[config.mk]
export PLATFORM = sky130hd
export DESIGN_NAME = perfTraceTop
export DESIGN_NICKNAME = d
export VERILOG_FILES = /design/src/verilog/traceTypesPkg.sv /design/src/verilog/traceCfgPkg.sv /design/src/verilog/traceRecordIf.sv /design/src/verilog/perfTraceTop.sv /design/src/verilog/traceBuffer.sv /design/src/verilog/traceEncoder.sv /design/src/verilog/eventCounters.sv /design/src/verilog/traceConfig.sv /design/src/verilog/sampleWindow.sv
export SDC_FILE = /design/constraint.sdc
export NUM_CORES = 2
export LEC_CHECK = 0
export BUFFER_PORTS_ARGS = -buffer_cell sky130_fd_sc_hd__buf_2
export CELL_PAD_IN_SITES_DETAIL_PLACEMENT = 1
export CELL_PAD_IN_SITES_GLOBAL_PLACEMENT = 1
export CORE_UTILIZATION = 47
export CTS_CLUSTER_DIAMETER = 50
export CTS_CLUSTER_SIZE = 30
export DETAILED_ROUTE_END_ITERATION = 8
export PLACE_DENSITY = 0.73
export SLEW_MARGIN = 20
export SYNTH_ARGS = -nofsm -noshare
export SYNTH_HDL_FRONTEND = slang
export SYNTH_SLANG_ARGS = --single-unit
[constraint.sdc]
create_clock -name clk -period 10.2 [get_ports clk]
set_input_delay 2.04 -clock clk [delete_from_list [all_inputs] [get_ports clk]]
set_output_delay 2.04 -clock clk [all_outputs]
set_load 0.03 [all_outputs]
[src/verilog/traceTypesPkg.sv]
// record kinds, cache access and outcome encodings and instruction class of trace records
package traceTypesPkg;

  ////////////////////////////////////////////////////////////
  // record kinds
  ////////////////////////////////////////////////////////////

  // markers first, then the two kinds of traced events
  typedef enum logic [2:0] {
    REC_TRAIN = 3'd0,
    REC_BEGIN = 3'd1,
    REC_END = 3'd2,
    REC_CACHE = 3'd3,
    REC_BRANCH = 3'd4
  } recKindE;

  ////////////////////////////////////////////////////////////
  // cache access fields
  ////////////////////////////////////////////////////////////

  // operation as presented on the cache access port
  typedef enum logic [1:0] {
    OP_READ = 2'd0,
    OP_WRITE = 2'd1,
    OP_ATOMIC = 2'd2,
    OP_FLUSH = 2'd3
  } cacheOpE;

  // outcome of one access
  // evict clean and evict dirty only happen once every way of the set is valid
  typedef enum logic [2:0] {
    OUT_HIT = 3'd0,
    OUT_MISS = 3'd1,
    OUT_EVICT_CLEAN = 3'd2,
    OUT_EVICT_DIRTY = 3'd3,
    OUT_NONE = 3'd4
  } outcomeE;

  // retired instruction class
  // bit 0 set for a conditional branch, any nonzero value is a control transfer
  typedef logic [1:0] instrClassT;
  localparam int CLASS_COND_BIT = 0;

endpackage

[src/verilog/traceCfgPkg.sv]
// widths, default sizes and config register map shared by every block of the trace unit
package traceCfgPkg;

  ////////////////////////////////////////////////////////////
  // widths that carry a meaning
  ////////////////////////////////////////////////////////////

  // physical address of a cache access or pc of a retired instruction
  typedef logic [31:0] addrT;
  // event counter value, also the config data word
  typedef logic [31:0] countT;
  // config register address
  typedef logic [3:0] cfgAddrT;
  // run identifier, begin and end markers carry it in addr
  typedef logic [15:0] runTagT;

  // default sizes, the top level overrides them
  localparam int NUM_EVENTS = 8;
  localparam int TRACE_DEPTH = 16;

  ////////////////////////////////////////////////////////////
  // config register map
  ////////////////////////////////////////////////////////////

  localparam cfgAddrT CFG_CTRL = 4'd0;
  localparam cfgAddrT CFG_TAG = 4'd1;
  // read only
  localparam cfgAddrT CFG_DROP = 4'd2;
  // delta i sits at CFG_CNT_BASE + i
  localparam cfgAddrT CFG_CNT_BASE = 4'd8;

  // bit positions inside CTRL
  localparam int CTRL_CACHE_EN = 0;
  localparam int CTRL_BRANCH_EN = 1;
  localparam int CTRL_CFI_MODE = 2;
  localparam int CTRL_W = 3;

endpackage
[src/verilog/traceRecordIf.sv]
// carries one trace record per cycle from the encoder into the trace buffer, no back-pressure
`timescale 1ns/100ps

interface traceRecordIf;
  import traceCfgPkg::*;
  import traceTypesPkg::*;

  // record present this cycle
  logic valid;
  recKindE kind;
  // cache address, retired pc, or run tag for markers
  addrT addr;
  cacheOpE op;
  outcomeE outcome;
  // branch direction, zero for other kinds
  logic taken;

  // encoder side
  modport src (
    output valid, kind, addr, op, outcome, taken
  );

  // buffer side
  // the buffer takes the record at the edge when valid, or drops it when full
  modport dst (
    input valid, kind, addr, op, outcome, taken
  );

endinterface

[src/verilog/perfTraceTop.sv]
// performance sampling and trace unit, driven from the core's trigger, cache and retire ports
`timescale 1ns/100ps

module perfTraceTop #(
  parameter int NUM_EVENTS = traceCfgPkg::NUM_EVENTS,
  parameter int TRACE_DEPTH = traceCfgPkg::TRACE_DEPTH
) (
  input logic clk,
  input logic resetEdge,
  // window triggers
  input logic startTrigger,
  input logic endTrigger,
  // generic cache access port
  input logic cacheAccess,
  input traceCfgPkg::addrT cacheAddr,
  input traceTypesPkg::cacheOpE cacheOp,
  input logic cacheHit,
  input logic cacheAllValid,
  input logic cacheDirty,
  // retirement, taken already aligned
  input logic retireValid,
  input traceTypesPkg::instrClassT instrClass,
  input traceCfgPkg::addrT retirePc,
  input logic branchTaken,
  input logic [NUM_EVENTS-1:0] events,
  // config port
  input logic cfgWrite,
  input traceCfgPkg::cfgAddrT cfgAddr,
  input traceCfgPkg::countT cfgWdata,
  output traceCfgPkg::countT cfgRdata,
  // trace output, pop with recRead while recValid
  input logic recRead,
  output logic recValid,
  output traceTypesPkg::recKindE recKind,
  output traceCfgPkg::addrT recAddr,
  output traceTypesPkg::cacheOpE recOp,
  output traceTypesPkg::outcomeE recOutcome,
  output logic recTaken
);
  import traceCfgPkg::*;

  logic startPulse;
  logic endPulse;
  logic trainPulse;
  logic inWindow;
  logic cacheEn;
  logic branchEn;
  logic cfiMode;
  runTagT runTag;
  countT deltas [NUM_EVENTS];
  countT dropCount;

  traceRecordIf recIf ();

  sampleWindow u_sampleWindow (
    .clk(clk),
    .resetEdge(resetEdge),
    .startTrigger(startTrigger),
    .endTrigger(endTrigger),
    .startPulse(startPulse),
    .endPulse(endPulse),
    .trainPulse(trainPulse),
    .inWindow(inWindow)
  );

  traceConfig #(.NUM_EVENTS(NUM_EVENTS)) u_traceConfig (
    .clk(clk),
    .resetEdge(resetEdge),
    .cfgWrite(cfgWrite),
    .cfgAddr(cfgAddr),
    .cfgWdata(cfgWdata),
    .deltas(deltas),
    .dropCount(dropCount),
    .cfgRdata(cfgRdata),
    .cacheEn(cacheEn),
    .branchEn(branchEn),
    .cfiMode(cfiMode),
    .runTag(runTag)
  );

  eventCounters #(.NUM_EVENTS(NUM_EVENTS)) u_eventCounters (
    .clk(clk),
    .resetEdge(resetEdge),
    .events(events),
    .startPulse(startPulse),
    .endPulse(endPulse),
    .deltas(deltas)
  );

  traceEncoder u_traceEncoder (
    .clk(clk),
    .resetEdge(resetEdge),
    .trainPulse(trainPulse),
    .startPulse(startPulse),
    .endPulse(endPulse),
    .inWindow(inWindow),
    .cacheEn(cacheEn),
    .branchEn(branchEn),
    .cfiMode(cfiMode),
    .runTag(runTag),
    .cacheAccess(cacheAccess),
    .cacheAddr(cacheAddr),
    .cacheOp(cacheOp),
    .cacheHit(cacheHit),
    .cacheAllValid(cacheAllValid),
    .cacheDirty(cacheDirty),
    .retireValid(retireValid),
    .instrClass(instrClass),
    .retirePc(retirePc),
    .branchTaken(branchTaken),
    .rec(recIf.src)
  );

  traceBuffer #(.TRACE_DEPTH(TRACE_DEPTH)) u_traceBuffer (
    .clk(clk),
    .resetEdge(resetEdge),
    .rec(recIf.dst),
    .recRead(recRead),
    .recValid(recValid),
    .recKind(recKind),
    .recAddr(recAddr),
    .recOp(recOp),
    .recOutcome(recOutcome),
    .recTaken(recTaken),
    .dropCount(dropCount)
  );

endmodule

[src/verilog/traceBuffer.sv]
// first-word-fall-through record queue drained by a read strobe, counts records lost when full
`timescale 1ns/100ps

module traceBuffer #(
  parameter int TRACE_DEPTH = traceCfgPkg::TRACE_DEPTH
) (
  input logic clk,
  input logic resetEdge,
  traceRecordIf.dst rec,
  input logic recRead,
  output logic recValid,
  output traceTypesPkg::recKindE recKind,
  output traceCfgPkg::addrT recAddr,
  output traceTypesPkg::cacheOpE recOp,
  output traceTypesPkg::outcomeE recOutcome,
  output logic recTaken,
  output traceCfgPkg::countT dropCount
);
  import traceCfgPkg::*;
  import traceTypesPkg::*;

  localparam int PTR_W = (TRACE_DEPTH > 1) ? $clog2(TRACE_DEPTH) : 1;
  localparam int CNT_W = $clog2(TRACE_DEPTH + 1);
  localparam logic [PTR_W-1:0] LAST_PTR = PTR_W'(TRACE_DEPTH - 1);
  localparam logic [CNT_W-1:0] FULL_CNT = CNT_W'(TRACE_DEPTH);

  // one storage array per record field
  recKindE kindMem [TRACE_DEPTH];
  addrT addrMem [TRACE_DEPTH];
  cacheOpE opMem [TRACE_DEPTH];
  outcomeE outcomeMem [TRACE_DEPTH];
  logic takenMem [TRACE_DEPTH];

  logic [PTR_W-1:0] wrPtr;
  logic [PTR_W-1:0] rdPtr;
  logic [CNT_W-1:0] occupancy;
  logic full;
  logic doRead;
  logic doWrite;

  assign full = (occupancy == FULL_CNT);
  assign doRead = recRead & recValid;
  // a pop in the same cycle frees the slot for a full queue
  assign doWrite = rec.valid & (~full | doRead);

  ////////////////////////////////////////////////////////////
  // storage
  ////////////////////////////////////////////////////////////

  always_ff @(posedge clk) begin
    if (doWrite) begin
      kindMem[wrPtr] <= rec.kind;
      addrMem[wrPtr] <= rec.addr;
      opMem[wrPtr] <= rec.op;
      outcomeMem[wrPtr] <= rec.outcome;
      takenMem[wrPtr] <= rec.taken;
    end
  end

  // head falls through to the outputs
  assign recValid = (occupancy != '0);
  assign recKind = kindMem[rdPtr];
  assign recAddr = addrMem[rdPtr];
  assign recOp = opMem[rdPtr];
  assign recOutcome = outcomeMem[rdPtr];
  assign recTaken = takenMem[rdPtr];

  ////////////////////////////////////////////////////////////
  // pointers, occupancy and drops
  ////////////////////////////////////////////////////////////

  // pointers wrap explicitly so any depth works
  always_ff @(posedge clk) begin
    if (resetEdge) begin
      wrPtr <= '0;
      rdPtr <= '0;
      occupancy <= '0;
    end else begin
      if (doWrite) begin
        wrPtr <= (wrPtr == LAST_PTR) ? '0 : wrPtr + 1'b1;
      end
      if (doRead) begin
        rdPtr <= (rdPtr == LAST_PTR) ? '0 : rdPtr + 1'b1;
      end
      if (doWrite && !doRead) begin
        occupancy <= occupancy + 1'b1;
      end else if (doRead && !doWrite) begin
        occupancy <= occupancy - 1'b1;
      end
    end
  end

  // saturates instead of wrapping back to a small number
  always_ff @(posedge clk) begin
    if (resetEdge) begin
      dropCount <= '0;
    end else if (rec.valid && !doWrite && dropCount != '1) begin
      dropCount <= dropCount + 1'b1;
    end
  end

  noOverfill: assert property (@(posedge clk) disable iff (resetEdge)
      occupancy <= FULL_CNT)
    else $error("trace buffer occupancy above depth");

endmodule

[src/verilog/traceEncoder.sv]
// classifies cache accesses and branches and merges them with markers into registered records
`timescale 1ns/100ps

module traceEncoder (
  input logic clk,
  input logic resetEdge,
  input logic trainPulse,
  input logic startPulse,
  input logic endPulse,
  input logic inWindow,
  input logic cacheEn,
  input logic branchEn,
  input logic cfiMode,
  input traceCfgPkg::runTagT runTag,
  input logic cacheAccess,
  input traceCfgPkg::addrT cacheAddr,
  input traceTypesPkg::cacheOpE cacheOp,
  input logic cacheHit,
  input logic cacheAllValid,
  input logic cacheDirty,
  input logic retireValid,
  input traceTypesPkg::instrClassT instrClass,
  input traceCfgPkg::addrT retirePc,
  input logic branchTaken,
  traceRecordIf.src rec
);
  import traceCfgPkg::*;
  import traceTypesPkg::*;

  outcomeE cacheOutcome;
  logic cacheQual;
  logic branchSel;
  logic branchQual;
  addrT markerAddr;

  logic nxtValid;
  recKindE nxtKind;
  addrT nxtAddr;
  cacheOpE nxtOp;
  outcomeE nxtOutcome;
  logic nxtTaken;

  ////////////////////////////////////////////////////////////
  // classification and qualification
  ////////////////////////////////////////////////////////////

  // hit, then empty way, then dirty or clean victim
  always_comb begin
    if (cacheOp == OP_FLUSH) begin
      cacheOutcome = OUT_NONE;
    end else if (cacheHit) begin
      cacheOutcome = OUT_HIT;
    end else if (!cacheAllValid) begin
      cacheOutcome = OUT_MISS;
    end else if (cacheDirty) begin
      cacheOutcome = OUT_EVICT_DIRTY;
    end else begin
      cacheOutcome = OUT_EVICT_CLEAN;
    end
  end

  assign cacheQual = cacheEn & inWindow & cacheAccess;
  // conditional branches only, or any control transfer in cfi mode
  assign branchSel = cfiMode ? (|instrClass) : instrClass[CLASS_COND_BIT];
  assign branchQual = branchEn & inWindow & retireValid & branchSel;
  assign markerAddr = addrT'(runTag);

  ////////////////////////////////////////////////////////////
  // priority merge
  ////////////////////////////////////////////////////////////

  // one record per cycle, losers are discarded without counting
  always_comb begin
    nxtValid = 1'b1;
    nxtKind = REC_TRAIN;
    nxtAddr = '0;
    nxtOp = OP_READ;
    nxtOutcome = OUT_NONE;
    nxtTaken = 1'b0;
    if (trainPulse) begin
      nxtKind = REC_TRAIN;
    end else if (endPulse) begin
      nxtKind = REC_END;
      nxtAddr = markerAddr;
    end else if (startPulse) begin
      nxtKind = REC_BEGIN;
      nxtAddr = markerAddr;
    end else if (cacheQual) begin
      nxtKind = REC_CACHE;
      nxtAddr = cacheAddr;
      nxtOp = cacheOp;
      nxtOutcome = cacheOutcome;
    end else if (branchQual) begin
      nxtKind = REC_BRANCH;
      nxtAddr = retirePc;
      nxtTaken = branchTaken;
    end else begin
      nxtValid = 1'b0;
    end
  end

  // record shows one cycle after its input
  always_ff @(posedge clk) begin
    if (resetEdge) begin
      rec.valid <= 1'b0;
    end else begin
      rec.valid <= nxtValid;
    end
  end

  always_ff @(posedge clk) begin
    rec.kind <= nxtKind;
    rec.addr <= nxtAddr;
    rec.op <= nxtOp;
    rec.outcome <= nxtOutcome;
    rec.taken <= nxtTaken;
  end

  // a stray kind would be queued and read out as garbage
  knownKind: assert property (@(posedge clk) disable iff (resetEdge)
      rec.valid |-> rec.kind inside {REC_TRAIN, REC_BEGIN, REC_END, REC_CACHE, REC_BRANCH})
    else $error("record valid with unknown kind");

endmodule

[src/verilog/eventCounters.sv]
// free-running event counters, snapshotted at window start, deltas held from window end
`timescale 1ns/100ps

module eventCounters #(
  parameter int NUM_EVENTS = traceCfgPkg::NUM_EVENTS
) (
  input logic clk,
  input logic resetEdge,
  input logic [NUM_EVENTS-1:0] events,
  input logic startPulse,
  input logic endPulse,
  output traceCfgPkg::countT deltas [NUM_EVENTS]
);
  import traceCfgPkg::*;

  // running count per event line
  countT count [NUM_EVENTS];
  // count as it stood in the start cycle
  countT snap [NUM_EVENTS];

  ////////////////////////////////////////////////////////////
  // one counter, snapshot and delta per event
  ////////////////////////////////////////////////////////////

  for (genvar i = 0; i < NUM_EVENTS; i++) begin : genCounter

    // counts every cycle the event line is high, wraps at 2^32
    always_ff @(posedge clk) begin
      if (resetEdge) begin
        count[i] <= '0;
      end else if (events[i]) begin
        count[i] <= count[i] + 1'b1;
      end
    end

    // start snapshot takes the value before this cycle's event is added
    always_ff @(posedge clk) begin
      if (resetEdge) begin
        snap[i] <= '0;
      end else if (startPulse) begin
        snap[i] <= count[i];
      end
    end

    // delta covers the start cycle up to the cycle before the end cycle
    // the end cycle's own event lands in count one edge later
    always_ff @(posedge clk) begin
      if (resetEdge) begin
        deltas[i] <= '0;
      end else if (endPulse) begin
        deltas[i] <= count[i] - snap[i];
      end
    end

  end

endmodule

[src/verilog/traceConfig.sv]
// control and run tag registers and one read port over registers, counter deltas and drops
`timescale 1ns/100ps

module traceConfig #(
  parameter int NUM_EVENTS = traceCfgPkg::NUM_EVENTS
) (
  input logic clk,
  input logic resetEdge,
  input logic cfgWrite,
  input traceCfgPkg::cfgAddrT cfgAddr,
  input traceCfgPkg::countT cfgWdata,
  input traceCfgPkg::countT deltas [NUM_EVENTS],
  input traceCfgPkg::countT dropCount,
  output traceCfgPkg::countT cfgRdata,
  output logic cacheEn,
  output logic branchEn,
  output logic cfiMode,
  output traceCfgPkg::runTagT runTag
);
  import traceCfgPkg::*;

  logic [CTRL_W-1:0] ctrlReg;
  // delta index relative to the counter base, negative below it
  int cntIdx;

  ////////////////////////////////////////////////////////////
  // writable registers
  ////////////////////////////////////////////////////////////

  // tracing starts disabled and the tag starts at zero
  always_ff @(posedge clk) begin
    if (resetEdge) begin
      ctrlReg <= '0;
      runTag <= '0;
    end else if (cfgWrite) begin
      if (cfgAddr == CFG_CTRL) begin
        ctrlReg <= cfgWdata[CTRL_W-1:0];
      end
      if (cfgAddr == CFG_TAG) begin
        runTag <= runTagT'(cfgWdata);
      end
    end
  end

  assign cacheEn = ctrlReg[CTRL_CACHE_EN];
  assign branchEn = ctrlReg[CTRL_BRANCH_EN];
  assign cfiMode = ctrlReg[CTRL_CFI_MODE];

  ////////////////////////////////////////////////////////////
  // read path
  ////////////////////////////////////////////////////////////

  assign cntIdx = int'(cfgAddr) - int'(CFG_CNT_BASE);

  // unmapped addresses and deltas past NUM_EVENTS read zero
  always_comb begin
    cfgRdata = '0;
    if (cfgAddr == CFG_CTRL) begin
      cfgRdata = countT'(ctrlReg);
    end else if (cfgAddr == CFG_TAG) begin
      cfgRdata = countT'(runTag);
    end else if (cfgAddr == CFG_DROP) begin
      cfgRdata = dropCount;
    end else if (cntIdx >= 0 && cntIdx < NUM_EVENTS) begin
      cfgRdata = deltas[cntIdx];
    end
  end

endmodule

[src/verilog/sampleWindow.sv]
// finds the measurement window from trigger levels and marks the first cycle after reset
`timescale 1ns/100ps

module sampleWindow (
  input logic clk,
  input logic resetEdge,
  input logic startTrigger,
  input logic endTrigger,
  output logic startPulse,
  output logic endPulse,
  output logic trainPulse,
  output logic inWindow
);

  logic startD;
  logic endD;
  logic resetD;

  // trigger delays come out of reset high
  // so a trigger already high during reset gives no pulse
  // and no pulse can share the train cycle
  always_ff @(posedge clk) begin
    if (resetEdge) begin
      startD <= 1'b1;
      endD <= 1'b1;
    end else begin
      startD <= startTrigger;
      endD <= endTrigger;
    end
  end

  // plain copy of reset, used only for the falling edge
  always_ff @(posedge clk) begin
    resetD <= resetEdge;
  end

  // rising edges, one cycle each
  assign startPulse = startTrigger & ~startD;
  assign endPulse = endTrigger & ~endD;
  // first cycle with reset low
  assign trainPulse = resetD & ~resetEdge;

  // window level, the end edge wins if both arrive together
  always_ff @(posedge clk) begin
    if (resetEdge) begin
      inWindow <= 1'b0;
    end else if (endPulse) begin
      inWindow <= 1'b0;
    end else if (startPulse) begin
      inWindow <= 1'b1;
    end
  end

  // the encoder would otherwise lose a marker behind TRAIN
  trainAlone: assert property (@(posedge clk) trainPulse |-> !(startPulse || endPulse))
    else $error("start or end pulse in the train cycle");

endmodule

# Yosys cells after proc, flatten, opt, wreduce, memory -nomap -nowiden
# Memory sizes are Yosys's and may differ from the RTL's. A register that Yosys moved wholly into a read port is not among the register bits.
# Cells that the tools add are included.
op_classes:
  n_addsub: 22
  order_cmp: 3
  eq_ne: 7
  n_mux: 85
  bitwise: 35
  reduce_logical: 22
op_table:
  columns: ["cell", "n"]
  rows:
  - ["two-way mux 32 bit", 24]
  - ["adder 32 x 1 -> 32 bit (second input constant)", 9]
  - ["subtractor 32 bit", 8]
  - ["binary-select mux 32 bit (select 3 bit)", 1]
  - ["two-way mux 4 bit", 12]
  - ["two-way mux 1 bit", 38]
  - ["greater-or-equal comparator 32 x 1 -> 1 bit (second input constant)", 1]
  - ["greater-or-equal comparator 32 x 4 -> 1 bit (second input constant)", 1]
  - ["less-than comparator 32 x 5 -> 1 bit (second input constant)", 1]
  - ["two-way mux 16 bit", 2]
  - ["inequality test 32 bit (second input constant)", 1]
  - ["inverter 32 bit", 1]
  - ["OR 1 bit", 17]
  - ["AND 1 bit", 10]
  - ["two-way mux 5 bit", 2]
  - ["OR reduction 5 bit", 2]
  - ["two-way mux 3 bit", 3]
  - ["adder 4 x 1 -> 4 bit (second input constant)", 2]
  - ["equality test 4 bit (second input constant)", 2]
  - ["OR reduction 4 bit", 2]
  - ["inverter 1 bit", 7]
  - ["OR reduction 7 bit", 1]
  - ["two-way mux 2 bit", 3]
  - ["OR reduction 2 bit", 3]
  - ["other kinds (15)", 21]
totals:
  reg_bits: 366
  mem_bits_rw: 1168
  memories: 7
mem_list:
  columns: ["name", "depth", "word_bits", "rd", "rd_clocked_by_memory_dff", "wr", "line_no", "rtl"]
  rows:
  - ["u_traceBuffer.addrMem", 16, 32, 1, 1, 1, "traceBuffer.sv:29", "addrT addrMem [TRACE_DEPTH];"]
  - ["u_eventCounters.count", 8, 32, 8, 0, 8, "eventCounters.sv:17", "countT count [NUM_EVENTS];"]
  - ["u_eventCounters.snap", 8, 32, 8, 0, 8, "eventCounters.sv:19", "countT snap [NUM_EVENTS];"]
  - ["u_traceBuffer.kindMem", 16, 3, 1, 1, 1, "traceBuffer.sv:28", "recKindE kindMem [TRACE_DEPTH];"]
  - ["u_traceBuffer.outcomeMem", 16, 3, 1, 1, 1, "traceBuffer.sv:31", "outcomeE outcomeMem [TRACE_DEPTH];"]
  - ["u_traceBuffer.opMem", 16, 2, 1, 1, 1, "traceBuffer.sv:30", "cacheOpE opMem [TRACE_DEPTH];"]
  - ["1 more memories", null, null, null, null, null, null, null]

# Longest topological paths before layout
depth:
  ltp_word: 9
  ltp_mapped: 13
  depth_no_buf: 13

# Modules after synthesis
# Synthesis repeated with hierarchy kept, for this count alone.
hier_totals:
  hier_cells: 6389
  hier_area_um2: 76510.9
by_module_without_submodules:
  columns: ["module", "n_inst", "cells_per_inst", "area_per_inst_um2", "seq_area_each_um2"]
  rows:
  - ["eventCounters", 1, 4681, 44511.4, 20499.7]
  - ["traceBuffer", 1, 1219, 27138.5, 20679.8]
  - ["traceConfig", 1, 347, 3135.5, 380.4]
  - ["traceEncoder", 1, 130, 1579.0, 840.8]
  - ["sampleWindow", 1, 12, 146.4, 80.1]

# Worst setup path after synthesis
# Ideal clock, no wire load.
synth_path:
  path_kind: "in2reg"
  from: "input port resetEdge"
  to: "memory u_eventCounters.snap[0][0] (netlist bit), enable pin"
  arrival_ns: 8.917
  t_required_ns: 9.536
  slack_ns: 0.620
  stages: 4
  n_path_buf: 3
  cell_sequence: "clkbuf_1 -> clkbuf_1 -> clkbuf_1 -> nand2b_1"
synth_lines:
  columns: ["element", "line_no", "rtl"]
  rows:
  - ["start, declared", "perfTraceTop.sv:9", "input logic resetEdge,"]
  - ["end, declared", "eventCounters.sv:19", null]

# Final worst setup path
layout_path:
  from: "input port cfgAddr[0]"
  to: "output port cfgRdata[4]"
layout_between:
  elab_chain_len: 9
layout_rtl:
  columns: ["element", "line_no", "rtl"]
  rows:
  - ["start, declared", "perfTraceTop.sv:28", "input traceCfgPkg::cfgAddrT cfgAddr,"]
  - ["parallel branches: the longest is 8 deep, another holds greater-or-equal comparator 32 x 1 -> 1 bit", null, null]
  - ["two-way mux 32 bit *", "traceConfig.sv:58", "if (cfgAddr == CFG_CTRL) begin"]
  - ["end, declared", "perfTraceTop.sv:30", "output traceCfgPkg::countT cfgRdata,"]
# Every way passes the cells marked *. The select of a mux whose other input is x is not followed.

==> impl_metrics.json <==
{
  "fmax_mhz": 136,
  "synth_fp_nets": 6698,
  "ioPinCount": 198,
  "hold_buffers": 0,
  "crit_end": "cfgRdata[4]",
  "ant_nets": 0,
  "power_leakage_nw": 31.2,
  "ys_ff_latch": 1538,
  "nets": 6829,
  "synth_edf_count": 1168,
  "switchingPower_w": 0.00454,
  "power_frac_clock": 0.399,
  "numClockSinks": 1538,
  "synthAdderAreaFrac": 0.0467,
  "wl_um": 209000,
  "hp-class": "flip-flop to flip-flop",
  "synthTopCellsByArea": "edfxtp_1, dfxtp_1, mux4_2, ha_1, nand2_1",
  "swShare": 0.285,
  "dpl.hpwl_um": 139000,
  "reg2reg_to": "u_eventCounters.deltas[156]",
  "maxSlewViolCount": 0,
  "crit_path_start_kind": "input port",
  "die-area_um2": 162000,
  "setup_violations": 0,
  "ys_seq_area_frac": 0.565,
  "num_rows": 146,
  "seq_power_share": 0.450,
  "worst_pin_slew_ns": 1.26,
  "finalHoldViolations": 0,
  "die_height_um": 402,
  "avgSynthCellArea_um2": 11.9,
  "ys_async_sr_fraction": 0,
  "drc": 0,
  "pwr_density_cell_nw_per_um2": 189,
  "synth_compound_area_frac": 0.0970,
  "viasPerCell": 5.88,
  "clock_path_buffers": 3,
  "core_area_um2": 159000,
  "post_cts.repair.setup_buffers": 0,
  "crit_cells": 7,
  "grt_usage": 0.257,
  "port_buffers": 181,
  "status": "finished, final reports clean",
  "arrival_ns": 5.32,
  "r2r_setup_slack_ns": 6.14,
  "p_int_w": 0.0114,
  "pwr-share-comb": 0.152,
  "grt_max_degree": 219,
  "crit_type": "input port to output port",
  "drive_gt1_frac": 0.136,
  "grt_pass1_vias": 52200,
  "synth_top_area_frac": 0.467,
  "synth_mux_area_frac": 0.0870,
  "synth_top_family_by_area": "simple AND/OR/NAND/NOR gates",
  "critPathSlowestCell": "a222oi_1",
  "clk_pin_slew_ns": 0.06,
  "grt_pass1_wl_um": 320000,
  "yosys.area.top_type": "edfxtp_1",
  "initial_core_util": 0.474,
  "wl_per_cell_um": 24.1,
  "fin_skew_ns": 0.0356,
  "cts_tree": "yes",
  "path_buf_inv": 4,
  "r2r_start": "u_eventCounters.count[0][96]",
  "synth_cells": 6299,
  "clockRootBuffer": "clkbuf_16",
  "max_stage_delay_ns": 0.87,
  "post_cts_resize_count": 0,
  "register_area_um2": 42500,
  "vias": 50800,
  "dp_cells": 8340,
  "synth_xor_area_frac": 0.0481,
  "cp_data_required_time_ns": 8.16,
  "yosys_warnings": 0,
  "critPathMaxFanout": 60,
  "synth.distinct_cells": 86,
  "ys.flop_type": "edfxtp_1",
  "path_cells": "buf_6 -> buf_4 -> mux4_2 -> mux2_2 -> a222oi_1 -> inv_1 -> buf_2",
  "multi_input_area_um2": 30500,
  "cp-end-kind": "output port",
  "r2r_cells": 13,
  "insertion_delay_ns": 0.82,
  "timing.slew.headroom": 0.162,
  "fin_crit_ns": 7.36,
  "synthSimpleGateAreaFrac": 0.124,
  "grt-ovfl-total": 0,
  "cts_inserted_buffers": 158,
  "period_share": 0.721,
  "holdCritStartpoint": "u_eventCounters.deltas[23]",
  "crit_family": "buffers and inverters",
  "cts_max_level": 4,
  "vdd_drop_max_mv": 0.183,
  "n_fill_cell": 16300,
  "final.setup.tns_ns": 0,
  "antenna_found_initial": 10,
  "netlist_area_um2": 75200,
  "syn_to_final_growth_pct": 12.0,
  "drt_iter0_drc": 4176,
  "cap_violations": 0,
  "fin_cells": 8645,
  "gp_congestion": 0.864,
  "fp.dieW_um": 402,
  "rsz0062_at_grt": "no",
  "dr.pass1.iters": 6,
  "crit_start": "cfgAddr[0]"
}
## layout by cell type (no fill, tap or decap), types with 13 or more instances in the layout
| cell | count |
|---|---|
| edfxtp_1 | 1168 |
| nand2_1 | 587 |
| nor2_1 | 459 |
| a21oi_1 | 438 |
| dfxtp_1 | 366 |
| inv_1 | 361 |
| mux4_2 | 269 |
| ha_1 | 266 |
| o21ai_0 | 254 |
| xor2_1 | 241 |
| and2_1 | 240 |
| buf_2 | 178 |
| xnor2_1 | 172 |
| clkbuf_16 | 168 |
| nand3_1 | 156 |
| a21o_1 | 127 |
| nor3_1 | 96 |
| or3_1 | 90 |
| and3_1 | 70 |
| nand4_1 | 60 |
| buf_4 | 56 |
| a211oi_1 | 54 |
| nand2b_1 | 53 |
| nor2b_1 | 39 |
| a22o_1 | 36 |
| o21a_1 | 36 |
| mux2_2 | 31 |
| a31oi_1 | 31 |
| clkinv_8 | 29 |
| or2_2 | 22 |
| inv_6 | 22 |
| o21bai_1 | 21 |
| a222oi_1 | 19 |
| o211ai_1 | 16 |
| nor2_4 | 15 |
| and4_1 | 15 |
| o21ai_1 | 15 |
| mux2i_1 | 13 |
## worst min-delay path by stage
stage                     depth (start not counted)                          end
after floorplan                                   2  u_eventCounters.deltas[175]
after global placement                            2   u_eventCounters.deltas[25]
after detailed placement                          2   u_eventCounters.deltas[25]
after CTS                                         2   u_eventCounters.deltas[19]
after global routing                              2   u_eventCounters.deltas[23]
final                                             2   u_eventCounters.deltas[23]
## per-stage QoR
stage	total power [W]	hold WS, ns	worst slack, ns	cell area, um2	util
4_1_cts	0.0161	0.454	2.91	84200	0.531
5_1_grt	0.0165	0.469	2.77	84200	0.531
2_1_floorplan	0.00897	0.420	0.620	75200	-
3_3_place_gp	0.00963	0.429	2.87	78300	0.494
6_report	0.0159	0.454	2.84	84200	0.531
3_5_place_dp	0.00970	0.442	2.92	78300	0.494
## state kept, by name (all words and copies together), names as in the netlist, 32 cells and up, named ones only
signal                    count
u_traceBuffer.opMem          32
u_eventCounters.count       256
u_traceEncoder.rec.addr      32
u_traceBuffer.addrMem       512
u_traceBuffer.outcomeMem     48
u_eventCounters.deltas      256
u_traceBuffer.kindMem        48
u_eventCounters.snap        256
u_traceBuffer.dropCount      32
## worst reg2reg max path: cells and delay by family (launching register included)
kind	cells	cell delay, ns
fa+ha+maj	2	0.61
compound gates	8	2.24
flops	1	0.43
xor+xnor	1	0.32
simple gates	1	0.20
buf+inv	1	0.09
## kinds of logic (layout without fill, tap and decap cells)
family | after synthesis | in the layout
AND/OR/NAND/NOR | 1953 | 1953
flip-flops | 1538 | 1538
AO/OA/AOI/OAI | 1176 | 1176
buffers and inverters | 631 | 900
XOR/XNOR | 413 | 413
multiplexers | 313 | 313
adder cells (fa/ha/maj) | 275 | 275
other | 0 | 5
## power groups by stage
stage / Combinational, W / Clock, W / Sequential (W)
floorplan: 0.00179 / 0 / 0.00718
global placement: 0.00235 / 0 / 0.00728
detailed placement: 0.00240 / 0 / 0.00730
CTS: 0.00243 / 0.00646 / 0.00716
global route: 0.00263 / 0.00666 / 0.00719
finish: 0.00242 / 0.00634 / 0.00716
## layout make-up
type                       instances  area share
clock buffer                     181      0.0509
inverter                         361      0.0161
sequential                      1538       0.505
tap                             2072      0.0308
antenna                            5    0.000149
clock inverter                   117      0.0183
multi-input combinational       4130       0.362
timing repair buffer             241      0.0170
## cells in the mapped netlist (all sizes together), types with 8 or more instances
cell type,n
edfxtp,1168
nand2,587
nor2,476
a21oi,440
dfxtp,370
inv,361
mux4,269
o21ai,269
ha,266
and2,241
xor2,241
clkbuf,226
xnor2,172
nand3,156
a21o,127
nor3,102
or3,90
and3,70
nand4,61
nand2b,57
a211oi,55
buf,44
nor2b,40
a22o,36
o21a,36
a31oi,31
mux2,31
or2,23
o21bai,21
a222oi,19
o211ai,16
and4,15
mux2i,13
o31ai,13
a22oi,11
a221oi,9
fa,9
nand3b,9
o31a,9
a21boi,8
a41oi,8
nor4,8
## metal layers
layer,wire length (um),global-route usage,share of wire,vias to the layer above
met5,30,0,0.00014,-
met4,4350,0.0621,0.021,6
met3,11800,0.0391,0.057,255
met2,102000,0.434,0.49,1290
met1,90700,0.348,0.43,25900
li1,-,-,-,23300
Power figures use the tool's default switching activity.
